## src/design/rv32_pipe_cfg.svh

```systemverilog
`ifndef RV32_PIPE_CFG_SVH
`define RV32_PIPE_CFG_SVH

// Integer data path width
`define RV_XLEN 32

// Instruction memory word address, 64 words
`define RV_IMEM_AW 6

// Writeback credits granted by the consumer at reset
`define RV_WB_CREDITS 4

// ECALL encoding, SYSTEM opcode with all other fields zero
`define RV_ECALL 32'h0000_0073

`endif

```

## src/design/rv32_regfile.sv

```systemverilog
`timescale 1ns/1ns
`default_nettype none

`include "rv32_pipe_cfg.svh"

module rv32_regfile (
  input  wire                 clk_i,
  input  wire                 rst_n_i,
  input  wire [4:0]           rs1_addr_i,
  input  wire [4:0]           rs2_addr_i,
  output logic [`RV_XLEN-1:0] rs1_data_o,
  output logic [`RV_XLEN-1:0] rs2_data_o,
  input  wire                 we_i,
  input  wire [4:0]           rd_i,
  input  wire [`RV_XLEN-1:0]  wd_i
);

  logic [`RV_XLEN-1:0] regs_q [32];

  // x0 is cleared at reset and never written
  always_ff @(posedge clk_i or negedge rst_n_i) begin
    if (!rst_n_i) begin
      for (int i = 0; i < 32; i++) begin
        regs_q[i] <= '0;
      end
    end else if (we_i && rd_i != 5'd0) begin
      regs_q[rd_i] <= wd_i;
    end
  end

  // Asynchronous read ports
  assign rs1_data_o = regs_q[rs1_addr_i];
  assign rs2_data_o = regs_q[rs2_addr_i];

endmodule

`default_nettype wire

```

## config.mk

```make
export PLATFORM = sky130hd
export DESIGN_NAME = rv32_regfile
export DESIGN_NICKNAME = d
export VERILOG_FILES = /design/src/design/rv32_regfile.sv
export VERILOG_INCLUDE_DIRS = /design/src /design/src/design
export SDC_FILE = /design/constraint.sdc
export NUM_CORES = 2
export LEC_CHECK = 0
export BUFFER_PORTS_ARGS = -buffer_cell sky130_fd_sc_hd__buf_2
export CAP_MARGIN = 20
export CORE_MARGIN = 10
export CORE_UTILIZATION = 45
export DETAILED_ROUTE_END_ITERATION = 7
export GPL_ROUTABILITY_DRIVEN = 0
export PLACE_DENSITY_LB_ADDON = 0.1
export SYNTH_ARGS = -nofsm -noshare
export SYNTH_HDL_FRONTEND = slang
export SYNTH_SLANG_ARGS = --single-unit
```

## constraint.sdc

```tcl
create_clock -name clk_i -period 1.3 [get_ports clk_i]
set_input_delay 0.065 -clock clk_i [delete_from_list [all_inputs] [get_ports clk_i]]
set_output_delay 0.065 -clock clk_i [all_outputs]
set_load 0.02 [all_outputs]
```

==> results.tsv <==
metric	value	unit
WL/cell	28.3	um
Sw Share	0.288	
largest net degree at the start of global routing	86	
core area	124000	um^2
Final ANT Viol Nets	0	
Gate power share	0.210	
post-place instance area	62900	um^2
Most flops, register	regs_q	
Least-Margin Pin Slew	1.02	ns
Iter 0 DRT Violations	3102	
Leak	32.4	nW
die area	139000	um^2
Worst Setup Path Type	reg2out	
grt ovf	0	
Clock Tree Buf Depth	3	
P&R area growth vs syn	22.5	%
IO Port Bufs	113	
setup_tns	-53.40	ns
post-DP HPWL	125000	um
layout cells sized above 1	0.395	
row cnt	129	
syn nets	4651	
sequential fraction of the synthesis area	0.458	
Pwr Density	1430	nW/um^2
kind of end point of the critical path	output pin	
crit path max fanout	3	
failing checks	negative setup slack	
Placed Instances	6381	
Yosys warning total	0	
Largest regs	regs_q x1024	
CTS tree	done	
Final #Nets	4934	
Mapped Avg Cell Area	12.2	um^2
DR vias	40100	
RSZ-0062 raised after global routing	true	
final worst slack	-0.973	ns
Worst-Skew Late Latency	0.72	ns
Final Skew	0	ns
Die H	373	um
Global Route Usage Sum	0.266	
CTS Sinks	1024	
critical path startpoint category	register	
Hold WC Path Type	in2async	
Slew Viols, Final	0	
chip width	373	um
Critical Path RT	1.24	ns
DR pass1 iterations	5	
Post-Syn Area	55900	um^2
Final Non-Filler Cells	6626	
Root Driver	clkbuf_16	
minimum clock period	2.27	ns
H-Tree Depth	3	
maxcap violations	0	
clock slew at reported path FFs	0.06	ns
number of I/O pins	114	
max frequency	0.440	GHz
register share of total power	0.433	
vias in the first global route	40800	
initial core utilization	0.452	
Unique masters post-synth	28	
drt via density	6.05	
Pwr Total	0.0983	W
Largest register FFs	1024	
initial antenna violation count	8	
final setup fails	76	
Final Hold Viols	0	
power share of the clock group	0.356	
Final Cell Area	68600	um^2
internal power	0.0700	W
first-pass GRT wire length	279000	um
Psw	0.0283	W
Place WS	-0.701	ns
cells after synthesis	4601	
number of remaining DRC errors	0	
FF+latch count, synth	1024	
Max IR drop VDD	1.17	mV
total wire length	187000	um
Critical Path AT	2.21	ns
status	complete, but fails checks	
flop2flop setup slack	0.37	ns
Slew Limit Headroom	0.316	
cts bufs inserted	116	
crit share post-route	1.75	
metrics by stage:
stage / util / hold slack (ns)
2_1_floorplan: - / -0.231
3_3_place_gp: 0.509 / 0.242
3_5_place_dp: 0.509 / 0.245
4_1_cts: 0.553 / 0.0101
5_1_grt: 0.554 / 0.0739
6_report: 0.554 / 0.0748
synth_stat cells, drive strengths merged:
cell | instances | area share
a21oi | 192 | 0.017
a22o | 128 | 0.020
a22oi | 192 | 0.026
a31oi | 64 | 0.0072
and2 | 2 | 0.00022
and3 | 1 | 0.00011
and3b | 1 | 0.00016
buf | 249 | 0.030
clkbuf | 224 | 0.015
dfrtp | 1024 | 0.46
mux2 | 992 | 0.20
mux2i | 1024 | 0.18
nand2 | 210 | 0.014
nand2b | 4 | 0.00045
nand3 | 194 | 0.017
nand3b | 4 | 0.00054
nor2 | 19 | 0.0034
nor2b | 4 | 0.00045
nor3 | 65 | 0.0058
nor3b | 4 | 0.00081
or2 | 3 | 0.00034
or3b | 1 | 0.00020
kinds of logic after synthesis:
kind of cell | synth area share
compound gates | 0.0701
simple gates | 0.0439
buf+inv | 0.0450
flops | 0.458
mux | 0.383
worst max-delay path, stage by stage, from the launching register on:
cell     delay, ns
dfrtp_1       0.43
mux2i_1       0.14
a22o_1        0.16
nor3_2        0.05
a31oi_2       0.25
nand3_2       0.23
buf_6         0.20
power by group through the flow:
stage          registers, W  clock network, W  logic [W]
2_1_floorplan        0.0416                 0     0.0138
6_report             0.0426            0.0350     0.0207
3_5_place_dp         0.0430                 0     0.0197
4_1_cts              0.0424            0.0357     0.0207
3_3_place_gp         0.0427                 0     0.0193
5_1_grt              0.0434            0.0371     0.0225
per-layer routing:
metal | track usage | wire length (um)
met1 | 0.381 | 86600
met2 | 0.413 | 85100
met5 | 0 | 25
met3 | 0.0403 | 10200
met4 | 0.0820 | 5500
cells in the final DEF, fill, tap and decap left out, types with 41 or more instances in the layout:
master     synthesis  final
mux2i_1         1024   1023
a22o_1           128    128
a22oi_1          192    192
nor3_2             0     41
buf_12             0    206
buf_6             48     62
mux2_2           953    953
nand3_1          194    130
nand2_1          210    193
buf_2            111     47
a21oi_1          192    192
dfrtp_1         1024   1024
clkbuf_16          0    119
buf_4             64    287
area by class of cell:
type / count / area (um^2)
fillers: 10500 / 55100
well taps: 1637 / 2050
clock inverters: 59 / 719
diodes: 3 / 7.51
flip-flops and latches: 1024 / 25600
clock buffers: 161 / 3370
repair buffers: 638 / 7590
multi-input cells: 3104 / 29200
worst paths after layout:
kind                              startpoint             end  cells after the start
worst max-delay path             regs_q[847]  rs1_data_o[15]                      6
worst min-delay path                 rst_n_i     regs_q[129]                      3
worst max register to register   regs_q[833]     regs_q[833]                      2
worst min register to register  regs_q[1005]    regs_q[1005]                      0
max in group asynchronous            rst_n_i     regs_q[606]                      4
min in group clk_i                   rd_i[2]     regs_q[394]                      4
timing repair:
action	4_1_cts	5_1_grt
pin swaps	115	83
hold buffers	33	0
gates cloned	0	0
endpoints found under the setup margin	64	65
resized for setup	251	25
endpoints found under the hold margin	1910	0
setup buffers	4	3
No activity file was read; power rests on OpenSTA's default activity.
