### config.mk
export PLATFORM = sky130hd
export DESIGN_NAME = rv32_imem_shared
export DESIGN_NICKNAME = d
export VERILOG_FILES = /design/src/design/rv32_pipe_pkg.sv /design/src/design/rv32_imem_shared.sv
export VERILOG_INCLUDE_DIRS = /design/src /design/src/design
export SDC_FILE = /design/constraint.sdc
export NUM_CORES = 2
export LEC_CHECK = 0
export BUFFER_PORTS_ARGS = -buffer_cell sky130_fd_sc_hd__buf_2
export CELL_PAD_IN_SITES_DETAIL_PLACEMENT = 0
export CELL_PAD_IN_SITES_GLOBAL_PLACEMENT = 2
export CORE_MARGIN = 10
export CORE_UTILIZATION = 51
export DETAILED_ROUTE_END_ITERATION = 12
export PLACE_DENSITY_LB_ADDON = 0.1
export SLEW_MARGIN = 10
export SYNTH_ARGS = -nofsm -noshare
export SYNTH_HDL_FRONTEND = slang
export SYNTH_SLANG_ARGS = --single-unit
### constraint.sdc
create_clock -name clk_i -period 2.2 [get_ports clk_i]
set_clock_uncertainty 0.05 [all_clocks]
set_input_delay 0.22 -clock clk_i [delete_from_list [all_inputs] [get_ports clk_i]]
set_output_delay 0.22 -clock clk_i [all_outputs]
set_load 0.005 [all_outputs]
### src/design/rv32_pipe_cfg.svh
`ifndef RV32_PIPE_CFG_SVH
`define RV32_PIPE_CFG_SVH

// Integer data path width
`define RV_XLEN 32

// Instruction memory word address, 64 words
`define RV_IMEM_AW 6

// Writeback credits granted by the consumer at reset
`define RV_WB_CREDITS 4

// ECALL encoding, SYSTEM opcode with all other fields zero
`define RV_ECALL 32'h0000_0073

`endif

### src/design/rv32_pipe_pkg.sv
`default_nettype none

`include "rv32_pipe_cfg.svh"

package rv32_pipe_pkg;

  // ALU operation select, PASSB forwards operand b for LUI
  typedef enum logic [3:0] {
    ALU_ADD,
    ALU_SUB,
    ALU_SLL,
    ALU_SLT,
    ALU_SLTU,
    ALU_XOR,
    ALU_SRL,
    ALU_SRA,
    ALU_OR,
    ALU_AND,
    ALU_PASSB
  } alu_op_e;

  // Host write into the instruction memory
  typedef struct packed {
    logic                   valid;
    logic [`RV_IMEM_AW-1:0] addr;
    logic [`RV_XLEN-1:0]    data;
  } imem_load_t;

  // Fetch read request
  typedef struct packed {
    logic                   valid;
    logic [`RV_IMEM_AW-1:0] addr;
  } fetch_req_t;

  // Decode to execute bundle
  typedef struct packed {
    logic [`RV_XLEN-1:0] pc;
    alu_op_e             alu_op;
    logic [`RV_XLEN-1:0] opa;
    logic [`RV_XLEN-1:0] opb;
    logic [4:0]          rd;
  } ex_payload_t;

  // Execute to retire bundle, also the writeback record
  typedef struct packed {
    logic [`RV_XLEN-1:0] pc;
    logic [4:0]          rd;
    logic [`RV_XLEN-1:0] value;
  } wb_rec_t;

endpackage

`default_nettype wire

### src/design/rv32_imem_shared.sv
`timescale 1ns/1ns
`default_nettype none

`include "rv32_pipe_cfg.svh"

module rv32_imem_shared import rv32_pipe_pkg::*; (
  input  wire                 clk_i,
  input  wire                 rst_n_i,
  input  wire imem_load_t     load_i,
  input  wire fetch_req_t     fetch_req_i,
  output logic                grant_o,
  output logic                rdata_valid_o,
  output logic [`RV_XLEN-1:0] rdata_o
);

  // Single port storage
  logic [`RV_XLEN-1:0] mem_q [2**`RV_IMEM_AW];

  ////////////////////
  // Arbitration
  ////////////////////

  // Loader has fixed priority, a read only goes through on an idle port
  assign grant_o = fetch_req_i.valid & ~load_i.valid;

  // Write or read, one access per cycle
  always_ff @(posedge clk_i) begin
    if (load_i.valid) begin
      mem_q[load_i.addr] <= load_i.data;
    end else if (grant_o) begin
      rdata_o <= mem_q[fetch_req_i.addr];
    end
  end

  // Reply strobe one cycle behind the grant
  always_ff @(posedge clk_i or negedge rst_n_i) begin
    if (!rst_n_i) begin
      rdata_valid_o <= 1'b0;
    end else begin
      rdata_valid_o <= grant_o;
    end
  end

  ////////////////////
  // Checks
  ////////////////////

  // A loader cycle never returns read data on the next cycle
  a_load_blocks_read : assert property (@(posedge clk_i) disable iff (!rst_n_i)
    load_i.valid |=> !rdata_valid_o);

endmodule

`default_nettype wire

==> impl_metrics.env <==
export IMPL_synth_edf_count=2080
export IMPL_grt_util_met1_pct=34.23
export IMPL_grt_overflow=0
export IMPL_p_total_mw=82.77
export IMPL_start_kind="flop"
export IMPL_whs_path_depth=2
export IMPL_viasPerCell=6.266
export IMPL_first_pass_iters=7
export IMPL_path_class="reg -> reg"
export IMPL_setup_viol=0
export IMPL_required_ps=2720
export IMPL_p_per_area_nw_per_um2=876.1
export IMPL_reg2regPathDepth=8
export IMPL_io_pins=82
export IMPL_drt_wl_total_um=215900
export IMPL_die_area_um2=171800
export IMPL_synthTopCellsByArea="edfxtp_1 79%, mux4_2 13%, mux2_2 1.1%"
export IMPL_cts_sinks=2081
export IMPL_cts_max_level=4
export IMPL_cts_buffer_depth=3
export IMPL_root_buffer="clkbuf_16"
export IMPL_drt_wirelength_per_cell_um=34.10
export IMPL_worstReg2RegStart="mem_q[9][6]"
export IMPL_dp_hpwl_um=132100
export IMPL_gp_congestion=0.8243
export IMPL_die_y_um=414.5
export IMPL_drt_initial_drc_count=4912
export IMPL_fp_coreArea_um2=154400
export IMPL_hp_class="in -> reg"
export IMPL_synth_top_family_by_area="multiplexers"
export IMPL_finalCoreUtilization_pct=61.19
export IMPL_postLayoutCellArea_um2=94480
export IMPL_synth_xor_area_share_pct=0
export IMPL_synth_fa_ha_area_share_pct=0
export IMPL_use_met3_pct=4.700
export IMPL_crit_path_end_kind="flop"
export IMPL_cts_tree="built"
export IMPL_netlist_area_um2=79360
export IMPL_areaGrowthSynthToFinish_pct=19.05
export IMPL_busiest_layer="met2"
export IMPL_synth_nets=3533
export IMPL_fin_crit_sh_pct=97.46
export IMPL_yosys_cell_types_count=45
export IMPL_cts_buffers=205
export IMPL_cp_data_arrival_time_ps=2660
export IMPL_regToRegSetupSlack_ps=60
export IMPL_r2r_end="rdata_o[6]"
export IMPL_max_vdd_ir_drop_uv=833.8
export IMPL_ant_nets=0
export IMPL_worstMarginPinSlew_ps=923.8
export IMPL_hold_viol=0
export IMPL_mostFrequentLayoutCells="2080 x edfxtp_1, 456 x mux4_2, 345 x buf_4"
export IMPL_crit_fanout=1
export IMPL_cap_violations=0
export IMPL_yosysWarnings=0
export IMPL_synth_seq_area_share_pct=78.73
export IMPL_ys_seq_elements=2081
export IMPL_synth_area_leader_cell="edfxtp_1"
export IMPL_drv_slew=0
export IMPL_clkTransAtPathRegs_ps=60
export IMPL_fin_nets=4162
export IMPL_async_reset_ff_share_pct=0.04805
export IMPL_yosysTopAreaCellShare_pct=78.70
export IMPL_use_met2_pct=40.96
export IMPL_grt_pass1_wl_um=307300
export IMPL_slew_headroom_pct=38.22
export IMPL_syn_area_per_cell_um2=22.77
export IMPL_rows=144
export IMPL_port_buffers=81
export IMPL_drc=0
export IMPL_synth_simple_gate_area_share_pct=1.739
export IMPL_ys_flop_type="edfxtp_1"
export IMPL_worstHoldEndpoint="mem_q[1][20]"
export IMPL_drive_gt1_share_pct=35.61
export IMPL_outcome="complete, no violations"
export IMPL_syn_inst=3485
export IMPL_post_cts_buffers=0
export IMPL_grt_start_max_net_pins=65
export IMPL_fin_hold_ws_ps=58.76
export IMPL_grt_pass1_vias=41220
export IMPL_dpl_cell_area_um2=87520
export IMPL_antenna_found_initial=7
export IMPL_synth_compound_area_share_pct=3.182
export IMPL_initial_utilization_pct=51.40
export IMPL_fmax_mhz=466.4
export IMPL_vias=39660
export IMPL_clk_latency_ps=830
export IMPL_fin_crit_ps=2144
export IMPL_layout_commonest_cell="edfxtp_1"
export IMPL_hold_path_startpoint="load_i[20]"
export IMPL_fp_dieW_um=414.5
export IMPL_grtUsageTotal_pct=24.97
export IMPL_p_leak_nw=30.23
export IMPL_muxShareOfSynthArea_pct=14.87
[power by group]
part | switching (mW) | total [mW] | internal, mW
Sequential | 0.0888 | 44.0 | 44.0
Combinational | 2.72 | 4.70 | 1.99
Clock | 14.5 | 34.0 | 19.5
Total | 17.3 | 82.8 | 65.5
[how the worst max path moves through the flow]
stage,endpoint,slack [ps],cells after the start,from
final,rdata_o[6],60,8,mem_q[9][6]
after floorplan,mem_q[29][0],-470,3,load_i[34]
after CTS,rdata_o[11],0.5,6,mem_q[38][11]
after global placement,rdata_o[22],-720,10,fetch_req_i[0]
after detailed placement,rdata_o[1],-630,9,fetch_req_i[1]
after global routing,rdata_o[14],-10,5,mem_q[18][14]
[metrics by stage]
| stage | TNS (ps) | setup WS [ps] | cells |
|---|---|---|---|
| 4_1_cts | 0 | 0.4525 | 6327 |
| 2_1_floorplan | -485310 | -467.3 | 3485 |
| 3_5_place_dp | -12800 | -625.0 | 5917 |
| 6_report | 0 | 55.86 | 6330 |
| 3_3_place_gp | -12300 | -719.5 | 5917 |
| 5_1_grt | -11.05 | -11.05 | 6327 |
[Yosys cell counts (28+ instances only)]
library cell and n:
buf_4 50, clkbuf_1 53, mux2_2 79, a22oi_1 87, buf_2 69, o22ai_1 39, mux4_2 456, nand3_1 42
a21oi_1 35, nand2b_1 28, mux2i_1 61, a221oi_1 42, nor2_1 93, edfxtp_1 2080
[cell type report]
| cell class | instances | area [µm²] |
|---|---|---|
| Timing Repair Buffer | 621 | 6589 |
| Multi-Input combinational cell | 1204 | 16340 |
| Inverter | 1 | 3.754 |
| Clock inverter | 120 | 1028 |
| Tap cell | 2044 | 2557 |
| Sequential cell | 2081 | 62480 |
| Antenna cell | 3 | 7.507 |
| Clock buffer | 256 | 5470 |
| Fill cell | 10530 | 59930 |
[metal layers]
metal	share of wire, %	routed length [µm]
met1	40	86340
met4	3.0	6374
met2	49	106400
met5	0	0
met3	7.8	16770
[cell families after synthesis]
family	after synthesis
flops	2081
compound gates	336
buf+inv	200
mux	599
simple gates	269
[sequential cells by signal, indices dropped and copies added, names as in the netlist]
register and flops:
mem_q 2048, rdata_o 32, rdata_valid_o 1
[repair_timing]
item / CTS / global route
endpoints found under the hold margin: 948 / 0
gates cloned: 0 / 0
gates resized for setup: 9 / 16
pin swaps: 0 / 5
setup endpoints to repair: 7 / 15
hold buffers: 34 / 0
[worst max-delay path: stages (launching register included)]
cell and delay (ps):
edfxtp_1 390, mux4_2 480, o221ai_1 220, a21oi_1 70, buf_4 170, nor2_2 130
buf_4 160, a311oi_1 60, buf_4 160
No activity file was read; power rests on OpenSTA's default activity.
