**src/design/rv32_pipe_cfg.svh**
```systemverilog
`ifndef RV32_PIPE_CFG_SVH
`define RV32_PIPE_CFG_SVH

// Integer data path width
`define RV_XLEN 32

// Instruction memory word address, 64 words
`define RV_IMEM_AW 6

// Writeback credits granted by the consumer at reset
`define RV_WB_CREDITS 4

// ECALL encoding, SYSTEM opcode with all other fields zero
`define RV_ECALL 32'h0000_0073

`endif

```
**src/design/rv32_pipe_pkg.sv**
```systemverilog
`default_nettype none

`include "rv32_pipe_cfg.svh"

package rv32_pipe_pkg;

  // ALU operation select, PASSB forwards operand b for LUI
  typedef enum logic [3:0] {
    ALU_ADD,
    ALU_SUB,
    ALU_SLL,
    ALU_SLT,
    ALU_SLTU,
    ALU_XOR,
    ALU_SRL,
    ALU_SRA,
    ALU_OR,
    ALU_AND,
    ALU_PASSB
  } alu_op_e;

  // Host write into the instruction memory
  typedef struct packed {
    logic                   valid;
    logic [`RV_IMEM_AW-1:0] addr;
    logic [`RV_XLEN-1:0]    data;
  } imem_load_t;

  // Fetch read request
  typedef struct packed {
    logic                   valid;
    logic [`RV_IMEM_AW-1:0] addr;
  } fetch_req_t;

  // Decode to execute bundle
  typedef struct packed {
    logic [`RV_XLEN-1:0] pc;
    alu_op_e             alu_op;
    logic [`RV_XLEN-1:0] opa;
    logic [`RV_XLEN-1:0] opb;
    logic [4:0]          rd;
  } ex_payload_t;

  // Execute to retire bundle, also the writeback record
  typedef struct packed {
    logic [`RV_XLEN-1:0] pc;
    logic [4:0]          rd;
    logic [`RV_XLEN-1:0] value;
  } wb_rec_t;

endpackage

`default_nettype wire

```
**src/design/rv32_alu.sv**
```systemverilog
`timescale 1ns/1ns
`default_nettype none

`include "rv32_pipe_cfg.svh"

module rv32_alu import rv32_pipe_pkg::*; (
  input  wire alu_op_e        op_i,
  input  wire [`RV_XLEN-1:0]  a_i,
  input  wire [`RV_XLEN-1:0]  b_i,
  output logic [`RV_XLEN-1:0] y_o
);

  // Shift amount from the low bits only
  logic [4:0] shamt;

  assign shamt = b_i[4:0];

  always_comb begin
    case (op_i)
      ALU_ADD:   y_o = a_i + b_i;
      ALU_SUB:   y_o = a_i - b_i;
      ALU_SLL:   y_o = a_i << shamt;
      // Set-less-than gives 0 or 1
      ALU_SLT:   y_o = {31'd0, $signed(a_i) < $signed(b_i)};
      ALU_SLTU:  y_o = {31'd0, a_i < b_i};
      ALU_XOR:   y_o = a_i ^ b_i;
      ALU_SRL:   y_o = a_i >> shamt;
      ALU_SRA:   y_o = $unsigned($signed(a_i) >>> shamt);
      ALU_OR:    y_o = a_i | b_i;
      ALU_AND:   y_o = a_i & b_i;
      // LUI result, immediate already shifted in decode
      ALU_PASSB: y_o = b_i;
      default:   y_o = '0;
    endcase
  end

endmodule

`default_nettype wire

```
**config.mk**
```make
export PLATFORM = sky130hd
export DESIGN_NAME = rv32_alu
export DESIGN_NICKNAME = d
export VERILOG_FILES = /design/src/design/rv32_pipe_pkg.sv /design/src/design/rv32_alu.sv
export VERILOG_INCLUDE_DIRS = /design/src /design/src/design
export SDC_FILE = /design/constraint.sdc
export NUM_CORES = 1
export LEC_CHECK = 0
export ABC_AREA = 1
export BUFFER_PORTS_ARGS = -buffer_cell sky130_fd_sc_hd__buf_2
export CAP_MARGIN = 10
export CORE_MARGIN = 10
export CORE_UTILIZATION = 40
export DETAILED_ROUTE_END_ITERATION = 7
export PLACE_DENSITY = 0.69
export SETUP_SLACK_MARGIN = 0.05
export SKIP_LAST_GASP = 1
export SLEW_MARGIN = 20
export SYNTH_ARGS = -nofsm -noshare
export SYNTH_HDL_FRONTEND = slang
export SYNTH_SLANG_ARGS = --single-unit
```
**constraint.sdc**
```tcl
create_clock -name vclk -period 3
set_clock_uncertainty 0.1 [all_clocks]
set_input_delay 0.6 -clock vclk [all_inputs]
set_output_delay 0.6 -clock vclk [all_outputs]
set_load 0.02 [all_outputs]
```
==> metrics.md <==
| Metric | Value |
|---|---|
| Status | `finished, violations left` |
| Failing checks | `design-rule violations, negative setup slack` |
| Final Util | `67.3%` |
| Initial antenna violation count | `0` |
| Post-synth cell types | `39` |
| Hold Crit Class | `in2out` |
| Total track usage | `35.2%` |
| Syn_area_per_cell | `4.71 sq um` |
| Max VDD drop | `0.118 mV` |
| Post-Syn Area | `0.0105 sq mm` |
| Gr ovfl total | `0` |
| Pre-antenna DRT Iters | `8` |
| # placed instances | `3,009` |
| Hold buffer count at CTS | `0` |
| Via count | `17,289` |
| Met2 usage | `57.2%` |
| CP peak stage delay | `250 ps` |
| RSZ-0062 raised after global routing | `yes` |
| Crit path required time | `2300 ps` |
| Nets | `2,875` |
| Final worst path period share | `106%` |
| Most frequent CP cell | `nand2_1` |
| Met1 Track Usage GR | `46.0%` |
| Routability cong. | `1.05` |
| # rows | `59` |
| WP buf/inv | `4` |
| Initial core utilization | `40.3%` |
| Routed WL per cell | `20.9 um` |
| Clkbuf count | `0` |
| CP delay by family, top | `buffers and inverters` |
| Crit-path max FO | `4` |
| Global routing's busiest layer | `met2` |
| Final WL | `63.6 mm` |
| First-pass GRT wire length | `92.2 mm` |
| Worst setup margin | `-186 ps` |
| Max_cap viols | `0` |
| CP startpoint | `a_i[11]` |
| Largest net degree at the start of global routing | `59` |
| Die width | `182 um` |
| Fmax | `314 MHz` |
| Rel. slew slack | `63.0%` |
| YS warnings | `0` |
| Grt met3 use | `4.37%` |
| Slew @ Worst Pin | `554 ps` |
| Core outline area | `0.0259 sq mm` |
| Worst Setup End Kind | `output port` |
| Initial drt markers | `2,169` |
| CP Class | `in2out` |
| Final setup viols | `30` |
| HPWL Detailed | `51.1 mm` |
| IO buf count | `100` |
| Crit path depth | `12` |
| CP max stage cell | `nand4_1` |
| Share of cells above drive strength 1 | `42.7%` |
| Syn nets | `2,388` |
| Minimum clock period | `3190 ps` |
| Remaining DRCs | `2` |
| Mapped Cells | `2,218` |
| Power per cell area | `192 mW/mm^2` |
| Die Area | `0.0330 sq mm` |
| Crit-path cells | `buf_2, buf_4, ha_1, inv_1, nand2_2, nand2_1, nand2_1, a21oi_2, nand2_4, o21ai_0, nand4_1, buf_6` |
| Area growth from synthesis to layout | `66.9%` |
| Crit path to | `y_o[14]` |
| Type of origin of the critical path | `input pin` |
| Critical Path AT | `2490 ps` |
| I/O pin count | `100` |
| Sequential Area | `0 sq um` |
| Non-filler cells in the finished layout | `3,038` |
| Number of global-route vias before repair | `16,055` |
| Chip height | `182 um` |
| Slew Viols, Final | `0` |
| Fillers | `2,499` |
| Remaining antenna violation count | `0` |
| Final Hold Vio Count | `0` |
| Place WS | `-401 ps` |
| Leakage power | `9.50 nW` |
| Flip-flop and latch count | `0` |
| Sequential-to-total area share from yosys stat | `0%` |
| Vias per inst | `5.69` |
| ANT cells | `0` |
[cells in the final DEF, fill, tap and decap left out, types with 3 or more instances in the layout]
master | synthesis | final
nand2_4 | 0 | 22
inv_1 | 322 | 254
nand2_1 | 779 | 609
nand4_1 | 24 | 24
o21ai_2 | 0 | 10
buf_12 | 0 | 18
ha_4 | 0 | 33
nor2_4 | 3 | 33
inv_2 | 8 | 67
o21bai_1 | 8 | 4
a21oi_1 | 60 | 30
buf_2 | 62 | 59
a21oi_2 | 0 | 28
nand3_1 | 415 | 306
nor3_2 | 0 | 15
ha_2 | 0 | 7
nand3_4 | 0 | 10
o21ai_1 | 8 | 22
and2_1 | 16 | 9
nand3_2 | 0 | 99
nand2_2 | 4 | 152
nor2_1 | 202 | 123
and2_4 | 0 | 7
ha_1 | 100 | 60
nor3_1 | 21 | 6
inv_4 | 1 | 7
inv_6 | 0 | 3
o21ai_0 | 63 | 38
o22ai_1 | 26 | 26
o211ai_1 | 20 | 20
nor2_2 | 8 | 57
buf_4 | 4 | 458
nand3b_1 | 3 | 3
buf_6 | 0 | 45
[worst min-delay path: cells and delay by family]
| family | cells | cell delay [ps] |
|---|---|---|
| and+or+nand+nor | 4 | 420 |
| buffers and inverters | 2 | 270 |
[per-stage QoR]
| step | TNS (ps) | total power, mW | cell area, sq um | hold slack (ps) |
|---|---|---|---|---|
| floorplan | 0 | 1.36 | 10700 | 1410 |
| global placement | -7540 | 2.61 | 14700 | 1790 |
| detailed placement | -8240 | 2.63 | 14700 | 1780 |
| CTS | -1050 | 2.96 | 16200 | 1770 |
| global route | -4120 | 3.55 | 17400 | 1820 |
| finish | -2250 | 3.35 | 17400 | 1790 |
[cells by family (layout without fill, tap and decap cells)]
group | Yosys count | after routing | synth area share, %
AOI/OAI and AO/OA | 197 | 197 | 10.7
xor gates and xnor gates | 2 | 2 | 0.168
adders and majority gates | 102 | 102 | 12.4
buffers and inverters | 432 | 917 | 16.4
and+or+nand+nor | 1485 | 1485 | 60.4
[Yosys cell counts (11+ instances only)]
| cell type | instances | area [sq um] |
|---|---|---|
| o211ai_1 | 20 | 150 |
| clkbuf_1 | 22 | 82.6 |
| nand4_1 | 24 | 150 |
| o22ai_1 | 26 | 163 |
| o21ai_0 | 63 | 315 |
| nand3_1 | 415 | 2080 |
| nand2_1 | 779 | 2920 |
| buf_2 | 62 | 310 |
| a21oi_1 | 60 | 300 |
| buf_1 | 11 | 41.3 |
| nor2_1 | 202 | 758 |
| and2_1 | 16 | 100 |
| ha_1 | 100 | 1250 |
| nor3_1 | 21 | 105 |
| inv_1 | 322 | 1210 |
[worst min path at each step]
stage                        from  endpoint  slack (ps)  cells past startpoint
final                     op_i[1]    y_o[0]        1790                      6
after global routing      op_i[1]    y_o[0]        1820                      6
after CTS                 op_i[1]    y_o[0]        1770                      6
after detailed placement  op_i[1]    y_o[0]        1780                      6
after global placement    op_i[1]    y_o[0]        1790                      6
after floorplan           op_i[3]    y_o[0]        1410                      5
[area by class of cell]
type	count	area (sq um)	area share [%]
Tap cell	335	419	2.40
Inverter	332	1290	7.37
Multi-Input combinational cell	1786	11000	63.2
Timing Repair Buffer	585	4710	27.0
[layer usage]
layer  vias up  routed length (um)
li1       8042                   -
met1      8024               25100
met2      1008               28500
met3       215                6380
met4         0                3560
met5         -                   0
[repair_timing]
item,in CTS,in global routing
pin swaps,86,121
setup buffers,12,14
cloned,1,2
gates resized for setup,381,355
endpoints found under the setup margin,32,32
[power breakdown]
part	leakage (nW)	switching (mW)	internal [mW]	total (mW)
Clock	0	0	0	0
Combinational	9.50	1.97	1.37	3.35
Sequential	0	0	0	0
Total	9.50	1.97	1.37	3.35
(Power assumes the default switching activity.)
