### src/design/rv32_pipe_cfg.svh
`ifndef RV32_PIPE_CFG_SVH
`define RV32_PIPE_CFG_SVH

// Integer data path width
`define RV_XLEN 32

// Instruction memory word address, 64 words
`define RV_IMEM_AW 6

// Writeback credits granted by the consumer at reset
`define RV_WB_CREDITS 4

// ECALL encoding, SYSTEM opcode with all other fields zero
`define RV_ECALL 32'h0000_0073

`endif

### src/design/rv32_pipe_pkg.sv
`default_nettype none

`include "rv32_pipe_cfg.svh"

package rv32_pipe_pkg;

  // ALU operation select, PASSB forwards operand b for LUI
  typedef enum logic [3:0] {
    ALU_ADD,
    ALU_SUB,
    ALU_SLL,
    ALU_SLT,
    ALU_SLTU,
    ALU_XOR,
    ALU_SRL,
    ALU_SRA,
    ALU_OR,
    ALU_AND,
    ALU_PASSB
  } alu_op_e;

  // Host write into the instruction memory
  typedef struct packed {
    logic                   valid;
    logic [`RV_IMEM_AW-1:0] addr;
    logic [`RV_XLEN-1:0]    data;
  } imem_load_t;

  // Fetch read request
  typedef struct packed {
    logic                   valid;
    logic [`RV_IMEM_AW-1:0] addr;
  } fetch_req_t;

  // Decode to execute bundle
  typedef struct packed {
    logic [`RV_XLEN-1:0] pc;
    alu_op_e             alu_op;
    logic [`RV_XLEN-1:0] opa;
    logic [`RV_XLEN-1:0] opb;
    logic [4:0]          rd;
  } ex_payload_t;

  // Execute to retire bundle, also the writeback record
  typedef struct packed {
    logic [`RV_XLEN-1:0] pc;
    logic [4:0]          rd;
    logic [`RV_XLEN-1:0] value;
  } wb_rec_t;

endpackage

`default_nettype wire

### src/design/rv32_decode.sv
`timescale 1ns/1ns
`default_nettype none

`include "rv32_pipe_cfg.svh"

module rv32_decode import rv32_pipe_pkg::*; (
  input  wire                instr_valid_i,
  input  wire [`RV_XLEN-1:0] instr_i,
  input  wire [`RV_XLEN-1:0] pc_i,
  output logic [4:0]         rs1_addr_o,
  output logic [4:0]         rs2_addr_o,
  input  wire [`RV_XLEN-1:0] rs1_data_i,
  input  wire [`RV_XLEN-1:0] rs2_data_i,
  input  wire [4:0]          ex_rd_i,
  input  wire [4:0]          wb_rd_i,
  input  wire                ex_stall_i,
  output logic               hold_o,
  output logic               ex_valid_o,
  output ex_payload_t        ex_o
);

  localparam logic [6:0] OPC_OP_IMM = 7'b0010011;
  localparam logic [6:0] OPC_OP     = 7'b0110011;
  localparam logic [6:0] OPC_LUI    = 7'b0110111;

  logic [6:0]          opcode;
  logic [2:0]          funct3;
  logic                alt;
  logic [`RV_XLEN-1:0] imm_i;
  logic [`RV_XLEN-1:0] imm_sh;
  logic [`RV_XLEN-1:0] imm_u;
  logic                use_rs1;
  logic                use_rs2;
  logic                hazard;
  alu_op_e             op_f3;

  assign opcode = instr_i[6:0];
  assign funct3 = instr_i[14:12];
  // funct7 bit 5 selects SUB and SRA
  assign alt    = instr_i[30];

  ////////////////////
  // Immediates
  ////////////////////

  assign imm_i  = {{20{instr_i[31]}}, instr_i[31:20]};
  assign imm_sh = {27'd0, instr_i[24:20]};
  assign imm_u  = {instr_i[31:12], 12'd0};

  assign rs1_addr_o = instr_i[19:15];
  assign rs2_addr_o = instr_i[24:20];

  // Operation from funct3, alt only counts for SUB on reg-reg
  always_comb begin
    case (funct3)
      3'b000:  op_f3 = (opcode == OPC_OP && alt) ? ALU_SUB : ALU_ADD;
      3'b001:  op_f3 = ALU_SLL;
      3'b010:  op_f3 = ALU_SLT;
      3'b011:  op_f3 = ALU_SLTU;
      3'b100:  op_f3 = ALU_XOR;
      3'b101:  op_f3 = alt ? ALU_SRA : ALU_SRL;
      3'b110:  op_f3 = ALU_OR;
      default: op_f3 = ALU_AND;
    endcase
  end

  always_comb begin
    ex_o.pc     = pc_i;
    ex_o.alu_op = ALU_ADD;
    ex_o.opa    = '0;
    ex_o.opb    = '0;
    // Unknown opcodes retire as no-op with rd of zero
    ex_o.rd     = '0;
    use_rs1     = 1'b0;
    use_rs2     = 1'b0;
    case (opcode)
      OPC_OP_IMM: begin
        ex_o.alu_op = op_f3;
        ex_o.opa    = rs1_data_i;
        ex_o.opb    = (funct3 == 3'b001 || funct3 == 3'b101) ? imm_sh : imm_i;
        ex_o.rd     = instr_i[11:7];
        use_rs1     = 1'b1;
      end
      OPC_OP: begin
        ex_o.alu_op = op_f3;
        ex_o.opa    = rs1_data_i;
        ex_o.opb    = rs2_data_i;
        ex_o.rd     = instr_i[11:7];
        use_rs1     = 1'b1;
        use_rs2     = 1'b1;
      end
      OPC_LUI: begin
        ex_o.alu_op = ALU_PASSB;
        ex_o.opb    = imm_u;
        ex_o.rd     = instr_i[11:7];
      end
      default: begin
        ex_o.rd = '0;
      end
    endcase
  end

  ////////////////////
  // Hazard hold
  ////////////////////

  // x0 sources never wait, so a zero rd never matches
  assign hazard = (use_rs1 && rs1_addr_o != 5'd0 &&
                   (rs1_addr_o == ex_rd_i || rs1_addr_o == wb_rd_i)) ||
                  (use_rs2 && rs2_addr_o != 5'd0 &&
                   (rs2_addr_o == ex_rd_i || rs2_addr_o == wb_rd_i));

  assign ex_valid_o = instr_valid_i & ~hazard;
  assign hold_o     = instr_valid_i & (hazard | ex_stall_i);

endmodule

`default_nettype wire

### config.mk
export PLATFORM = sky130hd
export DESIGN_NAME = rv32_decode
export DESIGN_NICKNAME = d
export VERILOG_FILES = /design/src/design/rv32_pipe_pkg.sv /design/src/design/rv32_decode.sv
export VERILOG_INCLUDE_DIRS = /design/src /design/src/design
export SDC_FILE = /design/constraint.sdc
export NUM_CORES = 1
export LEC_CHECK = 0
export ABC_CLOCK_PERIOD_IN_PS = 1600
export BUFFER_PORTS_ARGS = -buffer_cell sky130_fd_sc_hd__buf_2
export CORE_AREA = 2 2 101 103
export DETAILED_ROUTE_END_ITERATION = 16
export DIE_AREA = 0 0 103 105
export PLACE_DENSITY = 0.48
export SLEW_MARGIN = 20
export SYNTH_ARGS = -nofsm -noshare
export SYNTH_HDL_FRONTEND = slang
export SYNTH_SLANG_ARGS = --single-unit
### constraint.sdc
create_clock -name vclk -period 1.6
set_input_delay 0.24 -clock vclk [all_inputs]
set_output_delay 0.24 -clock vclk [all_outputs]
set_load 0.02 [all_outputs]
==> impl_metrics.env <==
export IMPL_finalCriticalPeriod_ns=1.73
export IMPL_final_common_cell="buf_2"
export IMPL_yosysTopAreaCell="buf_4"
export IMPL_netlist_cell_type_count=33
export IMPL_violations="negative setup slack"
export IMPL_p_sw_share_pct=49.2
export IMPL_timing_fmax_mhz=579
export IMPL_synth_warnings=0
export IMPL_start_kind="input port"
export IMPL_grt_max_degree=20
export IMPL_holdPathEnd="ex_o[75]"
export IMPL_slew_limit_headroom_pct=73.5
export IMPL_worstMarginPinSlew_ns=0.395
export IMPL_syn_num_nets=357
export IMPL_syn_avg_cell_area_um2=7.01
export IMPL_initialDrtViolationCount=31
export IMPL_wl_um=7960
export IMPL_chipWidth_um=103
export IMPL_synth_top_area_share_pct=20.7
export IMPL_power_switching_uw=233
export IMPL_hold_viol=0
export IMPL_ir_drop_v=0.0000698
export IMPL_post_route_period_util_pct=108
export IMPL_syn_area_mm2=0.00152
export IMPL_die_y_um=105
export IMPL_grt_first_pass_wirelength_um=11000
export IMPL_viasPerCell=4.19
export IMPL_layout_common_cells="buf_2 (131), buf_4 (44), buf_6 (43)"
export IMPL_final_layout_size_suffix_gt1_share_pct=67.7
export IMPL_critPathMaxFanout=7
export IMPL_comb_power_share_pct=100.0
export IMPL_finalInstanceArea_mm2=0.00312
export IMPL_n_sequential_cell=0
export IMPL_grt_overflow_total=0
export IMPL_final_util_pct=32.3
export IMPL_nets=529
export IMPL_antenna_found_initial=1
export IMPL_hp_start="pc_i[2]"
export IMPL_p_per_area_mw_per_mm2=152
export IMPL_rsz0062_at_grt="true"
export IMPL_port_buffers=193
export IMPL_hpwl_um=6290
export IMPL_setup_viol=74
export IMPL_critPathRequiredTime_ns=1.36
export IMPL_p_int_uw=241
export IMPL_ff_latch_area_um2=0
export IMPL_hold_path_depth=0
export IMPL_p_total_uw=473
export IMPL_clock_buffers=0
export IMPL_drtAntennaViolNets=0
export IMPL_status="finished, violations left"
export IMPL_drt_first_pass_iters=4
export IMPL_synth_yosys_seq_area_share_pct=0
export IMPL_timing_final_ws_setup_ns=-0.127
export IMPL_seqPwrFrac_pct=0
export IMPL_leakagePower_uw=0.00165
export IMPL_start_util_pct=15.8
export IMPL_core_mm2=0.00964
export IMPL_hold_path_class="input port to output pin"
export IMPL_criticalPathCategory="input port to output pin"
export IMPL_max_cap_violations=0
export IMPL_cp_end_kind="output pin"
export IMPL_synthCells=217
export IMPL_dieArea_mm2=0.0108
export IMPL_maxSlewViolCount=0
export IMPL_gp_congestion=0.791
export IMPL_vias=2183
export IMPL_ctsHoldBuffers=0
export IMPL_wl_per_cell_um=15.3
export IMPL_grt_pass1_vias=2125
export IMPL_rows=36
export IMPL_critical_path_arrival_ns=1.49
export IMPL_drc_errors=0
export IMPL_ys_top_cells_by_area="buf_4 (21%), mux2i_1 (16%), and2_1 (16%), xnor2_1 (12%), o21ai_0 (7.2%)"
export IMPL_syn2layout_area_growth_pct=105
export IMPL_dpl_cell_area_mm2=0.00253
export IMPL_grt_use_total_pct=12.9
export IMPL_ios=257
export IMPL_pwr_share_clk_pct=0
## power by group through the flow
| stage | logic, uW | clock network (uW) | registers [uW] |
|---|---|---|---|
| floorplan | 324 | 0 | 0 |
| global placement | 432 | 0 | 0 |
| detailed placement | 437 | 0 | 0 |
| CTS | 464 | 0 | 0 |
| global route | 515 | 0.0000836 | 0 |
| finish | 473 | 0.0000836 | 0 |
## worst max-delay path, stage by stage
cell	delay [ns]
buf_6	0.09
nand4b_4	0.16
or3_4	0.38
buf_8	0.15
buf_4	0.15
nand2_8	0.07
and2_4	0.13
buf_6	0.11
## cell type report
class                      instances  area, um^2
antenna                            1        2.50
fill                            1070        6520
inverter                           2        7.51
multi-input combinational        160        1330
tap                              133         166
timing repair buffer             225        1610
## cells by family (layout without fill, tap and decap cells)
kind of cell	count (synthesis)	after routing	share of synthesized area, %
muxes	25	25	16.5
and+or+nand+nor	74	74	29.1
AOI/OAI and AO/OA	41	41	17.5
other	0	1	0
buffers and inverters	57	227	25.3
xor gates and xnor gates	20	20	11.5
## metrics by stage
step | cells | setup WS, ns | TNS [ns] | hold slack, ns
6_report | 521 | -0.127 | -5.15 | 0.480
5_1_grt | 521 | -0.236 | -10.61 | 0.480
4_1_cts | 515 | -0.184 | -5.30 | 0.480
3_5_place_dp | 510 | -0.296 | -7.27 | 0.480
3_3_place_gp | 510 | -0.290 | -6.13 | 0.480
2_1_floorplan | 217 | -0.138 | -0.551 | 0.570
## how the worst max path moves through the flow
stage	from	endpoint	slack, ns	depth (start not counted)
after global placement	instr_i[3]	hold_o	-0.29	7
final	instr_i[3]	ex_o[0]	-0.13	8
after floorplan	instr_i[3]	ex_o[70]	-0.14	5
after global routing	instr_i[3]	ex_o[19]	-0.24	6
after CTS	instr_i[3]	hold_o	-0.18	7
after detailed placement	instr_i[3]	hold_o	-0.30	7
## cell usage after synthesis
library cell,instances
or3_1,1
o22ai_1,2
nand2_1,9
xnor2_1,20
inv_1,2
nor3_4,1
a22o_1,7
a2111oi_0,1
clkbuf_1,6
o21ai_0,22
and2_1,38
a211oi_1,2
a2111oi_2,1
clkbuf_2,1
buf_6,1
mux2_2,1
nor2_1,11
nand4b_4,1
a21oi_1,2
a221o_1,1
nand3_1,6
mux2i_1,24
and4b_1,1
a221oi_1,1
buf_4,42
nand4_1,1
and2b_1,1
nor3_1,3
buf_2,4
nor4b_2,1
buf_1,1
a21boi_1,1
o31ai_1,1
## timing repair
action | in CTS | in global routing
pin swaps | 9 | 7
setup buffers | 1 | 3
gates cloned | 4 | 2
endpoints found under the hold margin | 0 | 0
gates resized for setup | 124 | 26
endpoints found under the setup margin | 75 | 75
## layer usage
metal	share of wire (%)	GRT usage (%)	routed length [um]	vias up
met2	54	25.3	4310	141
met5	0	0	0	-
li1	-	-	-	1044
met4	1.9	2.26	152	0
met1	35	14.0	2750	980
met3	9.3	2.61	744	18
Power figures use the tool's default switching activity.
