[src/design/rv32_pipe_cfg.svh]
`ifndef RV32_PIPE_CFG_SVH
`define RV32_PIPE_CFG_SVH

// Integer data path width
`define RV_XLEN 32

// Instruction memory word address, 64 words
`define RV_IMEM_AW 6

// Writeback credits granted by the consumer at reset
`define RV_WB_CREDITS 4

// ECALL encoding, SYSTEM opcode with all other fields zero
`define RV_ECALL 32'h0000_0073

`endif

[src/design/rv32_pipe_pkg.sv]
`default_nettype none

`include "rv32_pipe_cfg.svh"

package rv32_pipe_pkg;

  // ALU operation select, PASSB forwards operand b for LUI
  typedef enum logic [3:0] {
    ALU_ADD,
    ALU_SUB,
    ALU_SLL,
    ALU_SLT,
    ALU_SLTU,
    ALU_XOR,
    ALU_SRL,
    ALU_SRA,
    ALU_OR,
    ALU_AND,
    ALU_PASSB
  } alu_op_e;

  // Host write into the instruction memory
  typedef struct packed {
    logic                   valid;
    logic [`RV_IMEM_AW-1:0] addr;
    logic [`RV_XLEN-1:0]    data;
  } imem_load_t;

  // Fetch read request
  typedef struct packed {
    logic                   valid;
    logic [`RV_IMEM_AW-1:0] addr;
  } fetch_req_t;

  // Decode to execute bundle
  typedef struct packed {
    logic [`RV_XLEN-1:0] pc;
    alu_op_e             alu_op;
    logic [`RV_XLEN-1:0] opa;
    logic [`RV_XLEN-1:0] opb;
    logic [4:0]          rd;
  } ex_payload_t;

  // Execute to retire bundle, also the writeback record
  typedef struct packed {
    logic [`RV_XLEN-1:0] pc;
    logic [4:0]          rd;
    logic [`RV_XLEN-1:0] value;
  } wb_rec_t;

endpackage

`default_nettype wire

[src/design/rv32_fetch.sv]
`timescale 1ns/1ns
`default_nettype none

`include "rv32_pipe_cfg.svh"

module rv32_fetch import rv32_pipe_pkg::*; (
  input  wire                 clk_i,
  input  wire                 rst_n_i,
  input  wire                 run_i,
  output fetch_req_t          req_o,
  input  wire                 grant_i,
  input  wire                 rdata_valid_i,
  input  wire [`RV_XLEN-1:0]  rdata_i,
  input  wire                 hold_i,
  output logic                instr_valid_o,
  output logic [`RV_XLEN-1:0] instr_o,
  output logic [`RV_XLEN-1:0] pc_o,
  output logic                halted_o
);

  logic [`RV_XLEN-1:0] pc_q;
  // Pc of the read whose reply arrives this cycle
  logic [`RV_XLEN-1:0] rd_pc_q;
  logic                skid_valid_q;
  logic [`RV_XLEN-1:0] skid_instr_q;
  logic [`RV_XLEN-1:0] skid_pc_q;
  logic                reply_ecall;
  logic                reply_live;

  // ECALL is swallowed here and never reaches decode
  assign reply_ecall = rdata_valid_i && (rdata_i == `RV_ECALL);
  assign reply_live  = rdata_valid_i && !reply_ecall;

  // No new read while decode holds or once ECALL is seen
  assign req_o.valid = run_i && !halted_o && !reply_ecall && !hold_i;
  assign req_o.addr  = pc_q[`RV_IMEM_AW+1:2];

  // Skid entry takes precedence, a reply never coincides with it
  assign instr_valid_o = skid_valid_q | reply_live;
  assign instr_o       = skid_valid_q ? skid_instr_q : rdata_i;
  assign pc_o          = skid_valid_q ? skid_pc_q : rd_pc_q;

  always_ff @(posedge clk_i or negedge rst_n_i) begin
    if (!rst_n_i) begin
      pc_q         <= '0;
      rd_pc_q      <= '0;
      skid_valid_q <= 1'b0;
      halted_o     <= 1'b0;
    end else begin
      // Advance only on a granted read
      if (grant_i) begin
        pc_q    <= pc_q + `RV_XLEN'(4);
        rd_pc_q <= pc_q;
      end
      // Park a reply that decode could not take
      if (reply_live && hold_i) begin
        skid_valid_q <= 1'b1;
      end else if (skid_valid_q && !hold_i) begin
        skid_valid_q <= 1'b0;
      end
      if (reply_ecall) begin
        halted_o <= 1'b1;
      end
    end
  end

  // Skid payload
  always_ff @(posedge clk_i) begin
    if (reply_live && hold_i) begin
      skid_instr_q <= rdata_i;
      skid_pc_q    <= rd_pc_q;
    end
  end

  // Memory replies only to granted reads, so none lands on a parked entry
  a_skid_no_reply : assert property (@(posedge clk_i) disable iff (!rst_n_i)
    skid_valid_q |-> !rdata_valid_i);

endmodule

`default_nettype wire

[config.mk]
export PLATFORM = sky130hd
export DESIGN_NAME = rv32_fetch
export DESIGN_NICKNAME = d
export VERILOG_FILES = /design/src/design/rv32_pipe_pkg.sv /design/src/design/rv32_fetch.sv
export VERILOG_INCLUDE_DIRS = /design/src /design/src/design
export SDC_FILE = /design/constraint.sdc
export NUM_CORES = 1
export LEC_CHECK = 0
export BUFFER_PORTS_ARGS = -buffer_cell sky130_fd_sc_hd__buf_2
export CAP_MARGIN = 10
export CORE_UTILIZATION = 45
export DETAILED_ROUTE_END_ITERATION = 16
export GPL_TIMING_DRIVEN = 0
export HOLD_SLACK_MARGIN = 0.08
export PLACE_DENSITY = 0.75
export SYNTH_ARGS = -nofsm -noshare
export SYNTH_HDL_FRONTEND = slang
export SYNTH_SLANG_ARGS = --single-unit
[constraint.sdc]
create_clock -name clk_i -period 2.38 [get_ports clk_i]
set_input_delay 0 -clock clk_i [delete_from_list [all_inputs] [get_ports clk_i]]
set_output_delay 0 -clock clk_i [all_outputs]
set_load 0.01 [all_outputs]
==> results.json, run 1 <==
{
  "outcome": "finished clean",
  "synth_enable_flop_cells": 62,
  "worstSetupPathType": "flip-flop to primary output",
  "min_period_over_period_pct": 91.6,
  "synth_compound_area_share_pct": 0.424,
  "yosysTopAreaCellShare_pct": 35.0,
  "setup_ws_ns": 0.200,
  "postRouteAntennaNets": 0,
  "dieArea_um2": 12300,
  "wl_um": 10800,
  "first_pass_iters": 4,
  "slew_headroom_pct": 42.0,
  "worstPathRequired_ns": 2.38,
  "die_width_um": 111,
  "end_kind": "primary output",
  "fin_nets": 545,
  "min_period_ns": 2.18,
  "fp.dieH_um": 111,
  "root_buffer": "clkbuf_16",
  "clk-insertion-delay-late_ns": 0.40,
  "numPortBuffers": 107,
  "clock-skew-final_ns": 0.0112,
  "power.leakage_nw": 3.17,
  "cts.clk_slew.worst_paths_ns": 0.06,
  "routed_via_density": 5.10,
  "overflow": 0,
  "htreeDepth": 4,
  "area_growth_pct": 32.5,
  "r2r-start": "pc_q[2]",
  "place_hpwl_um": 6990,
  "core_um2": 11500,
  "pre_cts_ws_ns": 0.463,
  "vias": 3376,
  "syn_area_um2": 5320,
  "grt_max_degree": 42,
  "grt_pass1_vias": 3485,
  "postSynthAreaPerCell_um2": 15.6,
  "cts_resized": 0,
  "n_antenna_cell": 0,
  "row_count": 39,
  "layout-drive-gt1-share_pct": 49.5,
  "rrSetupSlack_ns": 0.64,
  "synth-seq-cells": 124,
  "rsz0062_at_grt": "false",
  "reg2reg_depth": 5,
  "timing.fmax_mhz": 459,
  "setup_tns_ns": 0,
  "synth-seq-area-share_pct": 64.2,
  "cts.sinks": 124,
  "antenna_found_initial": 0,
  "final_common_cell": "buf_2",
  "cts_max_path_buffers": 2,
  "cp-start-kind": "flip-flop",
  "cp_cell_sequence": "clkbuf_1, clkbuf_1, mux2_2, buf_2",
  "ys_warn_count": 0,
  "path_common_cell": "clkbuf_1",
  "drv_slew": 0,
  "synth_ff_type": "edfxtp_1",
  "grt_usage_pct": 18.9,
  "cts_tree": "done",
  "worst_pin_slew_ns": 0.868,
  "start_util_pct": 46.4,
  "placed_area_um2": 6080,
  "routabilityCongestion": 0.787,
  "grt_pass1_wl_um": 18100,
  "cpPeakStageDelay_ns": 0.48,
  "ioPinCount": 111,
  "hold_class": "input port to asynchronous set/reset pin",
  "place_inst": 594,
  "nFillCells": 846,
  "yosys.area_share.simple_pct": 8.12,
  "r2r-end": "pc_q[28]",
  "numCtsBuffers": 17,
  "ys_types": 32,
  "synthAdderAreaFrac_pct": 0.235,
  "synth_xor_area_share_pct": 4.78,
  "final_cell_mix": "buf_2 (114), mux2_2 (93), dfrtp_1 (62), edfxtp_1 (62), dlygate4sd3_1 (36)",
  "power_mw": 5.96,
  "setup_viol": 0,
  "stdcell_area_um2": 7050,
  "p_per_area_nw_per_um2": 845,
  "final_core_util_pct": 61.5,
  "ir_worst_vdd_mv": 0.491,
  "wire_per_inst_um": 16.3,
  "synthMuxAreaShare_pct": 19.7,
  "drtIter0Drc": 106,
  "worst-path-max-fanout": 10,
  "yosys-top-cells-area": "edfxtp_1 (35%), dfrtp_1 (29%), mux2_2 (20%)",
  "slowest_stage": "clkbuf_1",
  "cp.arrival_ns": 2.18,
  "synth_top_family_by_area": "multiplexers",
  "final-hold-violation-count": 0,
  "synthArstFlopShare_pct": 50.0,
  "maxCapViolCount": 0,
  "drc_errors": 0,
  "final_cells": 662,
  "syn_inst": 341,
  "holdWs_ns": 0.113,
  "synth_top_cell_by_area": "edfxtp_1"
}
cell usage after synthesis, drive strengths merged, types with 2 or more instances:
cell type,count
mux2,93
dfrtp,62
edfxtp,62
buf,19
xor2,16
xnor2,13
nand4,11
nor4,10
nand2,9
nand3,9
and4,6
nor2,6
nor3,6
and3,3
clkbuf,3
inv,2
o21ai,2
flip-flops by register name, indices dropped and copies added, names as in the netlist:
signal	count
rd_pc_q	30
pc_q	30
skid_instr_q	32
skid_pc_q	30
skid_valid_q	1
halted_o	1
where the power goes:
part | internal, mW | leakage (nW) | total (mW) | switching [mW]
Clock | 1.64 | 0.288 | 2.55 | 0.917
Combinational | 0.447 | 1.45 | 0.814 | 0.366
Sequential | 2.45 | 1.42 | 2.59 | 0.137
repair_timing:
item,CTS,global route
hold buffers,36,0
endpoints found under the hold margin,99,0
setup buffers,0,0
worst max-delay path, delay by kind of cell (launching register included):
kind,cells,cell delay [ns]
flops,1,0.32
mux,1,0.40
buf+inv,3,1.07
logic make-up after synthesis:
family | after synthesis
compound gates | 4
xor+xnor | 29
fa+ha+maj | 1
buf+inv | 24
flops | 124
mux | 93
other cells | 1
simple gates | 65
worst max path at each step:
stage | from | endpoint | slack [ns] | cells after the start
2_1_floorplan | rdata_i[6] | skid_instr_q[0] | 0.68 | 4
3_3_place_gp | rdata_i[6] | skid_pc_q[14] | 0.06 | 5
3_5_place_dp | rdata_i[6] | skid_pc_q[15] | 0.46 | 6
4_1_cts | skid_valid_q | pc_o[29] | 0.13 | 4
5_1_grt | skid_valid_q | pc_o[29] | 0.03 | 4
6_report | skid_valid_q | pc_o[29] | 0.20 | 4
metal layers:
| layer | part of all wire [%] | vias up | GRT usage [%] |
|---|---|---|---|
| met5 | 0 | - | 0 |
| met4 | 1.1 | 0 | 6.13 |
| met3 | 3.8 | 9 | 4.26 |
| met2 | 49 | 101 | 30.6 |
| met1 | 46 | 1661 | 25.3 |
| li1 | - | 1605 | - |
layout make-up:
type	count	area, um2	share of cell area, %
Clock inverter	12	136	1.94
Multi-Input combinational cell	194	1780	25.3
Inverter	2	7.51	0.107
Clock buffer	20	468	6.64
Tap cell	143	179	2.54
Sequential cell	124	3410	48.4
Timing Repair Buffer	145	936	13.3
Buffer	22	125	1.78
Note: power is estimated with default switching activity, not from simulation.
==> run 2: changes to the inputs <==
--- a/config.mk
+++ b/config.mk
@@ -12,7 +12,7 @@
 export DETAILED_ROUTE_END_ITERATION = 16
 export GPL_TIMING_DRIVEN = 0
 export HOLD_SLACK_MARGIN = 0.08
-export PLACE_DENSITY = 0.75
+export PLACE_DENSITY = 0.77
 export SYNTH_ARGS = -nofsm -noshare
 export SYNTH_HDL_FRONTEND = slang
 export SYNTH_SLANG_ARGS = --single-unit
==> constraint.sdc (replaced) <==
create_clock -name clk_i -period 2 [get_ports clk_i]
set_input_delay 0 -clock clk_i [delete_from_list [all_inputs] [get_ports clk_i]]
set_output_delay 0 -clock clk_i [all_outputs]
set_load 0.01 [all_outputs]
==> run 2 against run 1 <==
Compared with the run above: total power grew 16%; largest power group unchanged; register-to-register slack lost 0.39 ns; clock skew shrank 0.0020 ns; clock power grew 12%; combinational power grew 18%; design area shrank 0.50%; die area is the same.
==> results.json, run 2 (synthesis results as in run 1) <==
{
  "min_period_ns": 1.92,
  "worst_pin_slew_ns": 0.852,
  "rsz0062_at_grt": "false",
  "final_cell_mix": "buf_2 (114), mux2_2 (93), dfrtp_1 (62), edfxtp_1 (62), dlygate4sd3_1 (36)",
  "setup.worst_path.end": "skid_pc_q[2]",
  "nFillCells": 881,
  "r2r-end": "pc_q[30]",
  "cpPeakStageDelay_ns": 0.54,
  "final-hold-violation-count": 0,
  "ir_worst_vdd_mv": 0.517,
  "worstSetupPathType": "input port to flip-flop",
  "cp_cell_sequence": "dlygate4sd3_1, buf_2, nor4_1, nand4_1, nor2_2, nor2_4, buf_12",
  "setup_ws_ns": 0.0807,
  "clock-skew-final_ns": 0.00920,
  "min_period_over_period_pct": 96.0,
  "area_growth_pct": 31.9,
  "grt_max_degree": 33,
  "vias": 3404,
  "grt_pass1_wl_um": 17900,
  "cts.clk_slew.worst_paths_ns": 0.05,
  "grt_pass1_vias": 3539,
  "drc_errors": 0,
  "place_inst": 594,
  "drv_slew": 0,
  "clk-insertion-delay-late_ns": 0.40,
  "cp-startpoint": "rdata_i[25]",
  "row_count": 39,
  "outcome": "finished clean",
  "root_buffer": "clkbuf_16",
  "cp-start-kind": "input port",
  "cts.sinks": 124,
  "start_util_pct": 46.4,
  "htreeDepth": 4,
  "rrSetupSlack_ns": 0.25,
  "r2r-start": "pc_q[2]",
  "postRouteAntennaNets": 0,
  "dieArea_um2": 12300,
  "cts_tree": "done",
  "regArea_um2": 3410,
  "final_common_cell": "buf_2",
  "timing.fmax_mhz": 521,
  "cp.arrival_ns": 2.06,
  "post_cts_buffers": 0,
  "power_mw": 6.90,
  "numCtsBuffers": 17,
  "multi_input_area_um2": 1790,
  "die_width_um": 111,
  "numPortBuffers": 107,
  "worst-path-max-fanout": 32,
  "routabilityCongestion": 0.827,
  "layout-drive-gt1-share_pct": 49.1,
  "regMostFlops": "skid_instr_q",
  "grt_usage_pct": 18.5,
  "first_pass_iters": 6,
  "hold_class": "input port to asynchronous set/reset pin",
  "wire_per_inst_um": 16.6,
  "cts_max_path_buffers": 2,
  "antenna_found_initial": 0,
  "ioPinCount": 111,
  "reg2reg_depth": 5,
  "power.leakage_nw": 3.15,
  "final_cells": 662,
  "overflow": 0,
  "holdWs_ns": 0.184,
  "largest_register_ffs": 32,
  "end_kind": "flip-flop",
  "worstPathRequired_ns": 2.14,
  "slowest_stage": "dlygate4sd3_1",
  "maxCapViolCount": 0,
  "wl_um": 11000,
  "fin_nets": 545,
  "fp.dieH_um": 111,
  "pre_cts_ws_ns": 0.0298,
  "routed_via_density": 5.14,
  "core_um2": 11500,
  "n_antenna_cell": 0,
  "final_core_util_pct": 61.2,
  "p_per_area_nw_per_um2": 984,
  "setup_viol": 0,
  "drtIter0Drc": 135,
  "slew_headroom_pct": 43.2,
  "place_hpwl_um": 6880
}
run 2: critical path: cells and delay by family:
family / cells / cell delay, ns
AND/OR/NAND/NOR: 4 / 1.12
buffers and inverters: 3 / 0.91
run 2: layout make-up:
cell class                 count  area share [%]
timing repair buffer         145            13.3
clock inverter                 6           0.892
buffer                        21            1.75
clock buffer                  26            7.14
inverter                       2           0.107
tap                          143            2.55
multi-input combinational    195            25.5
sequential                   124            48.7
run 2: per-stage QoR:
step                      setup TNS [ns]  area [um2]
after floorplan                        0        5330
after global placement            -16.70        6040
after detailed placement               0        6080
after CTS                              0        7000
after global routing                   0        7010
final                                  0        7010
run 2: layer usage:
metal | wire length [um] | share of wire, % | vias to the layer above | global-route usage, %
met5 | 0 | 0 | - | 0
met4 | 145 | 1.3 | 0 | 6.13
met1 | 4850 | 44 | 1687 | 23.5
li1 | - | - | 1596 | -
met2 | 5510 | 50 | 108 | 30.4
met3 | 457 | 4.2 | 13 | 5.41
run 2: worst min path at each step:
stage | to | slack [ns] | cells past startpoint
3_3_place_gp | skid_instr_q[30] | 0.20 | 1
5_1_grt | rd_pc_q[6] | 0.26 | 2
6_report | rd_pc_q[18] | 0.18 | 2
4_1_cts | rd_pc_q[6] | 0.21 | 2
3_5_place_dp | rd_pc_q[19] | 0.10 | 1
2_1_floorplan | halted_o | -0.30 | 0
run 2: where the power goes:
group,leakage [nW],total (mW),internal (mW),switching (mW)
Sequential,1.42,3.09,2.92,0.169
Combinational,1.46,0.958,0.533,0.425
Clock,0.266,2.86,1.84,1.01
run 2: repair_timing:
action	4_1_cts	5_1_grt
setup endpoints to repair	40	33
resized for setup	1	1
pin swaps	0	1
hold buffers	36	0
hold endpoints to repair	67	0
gates cloned	0	1
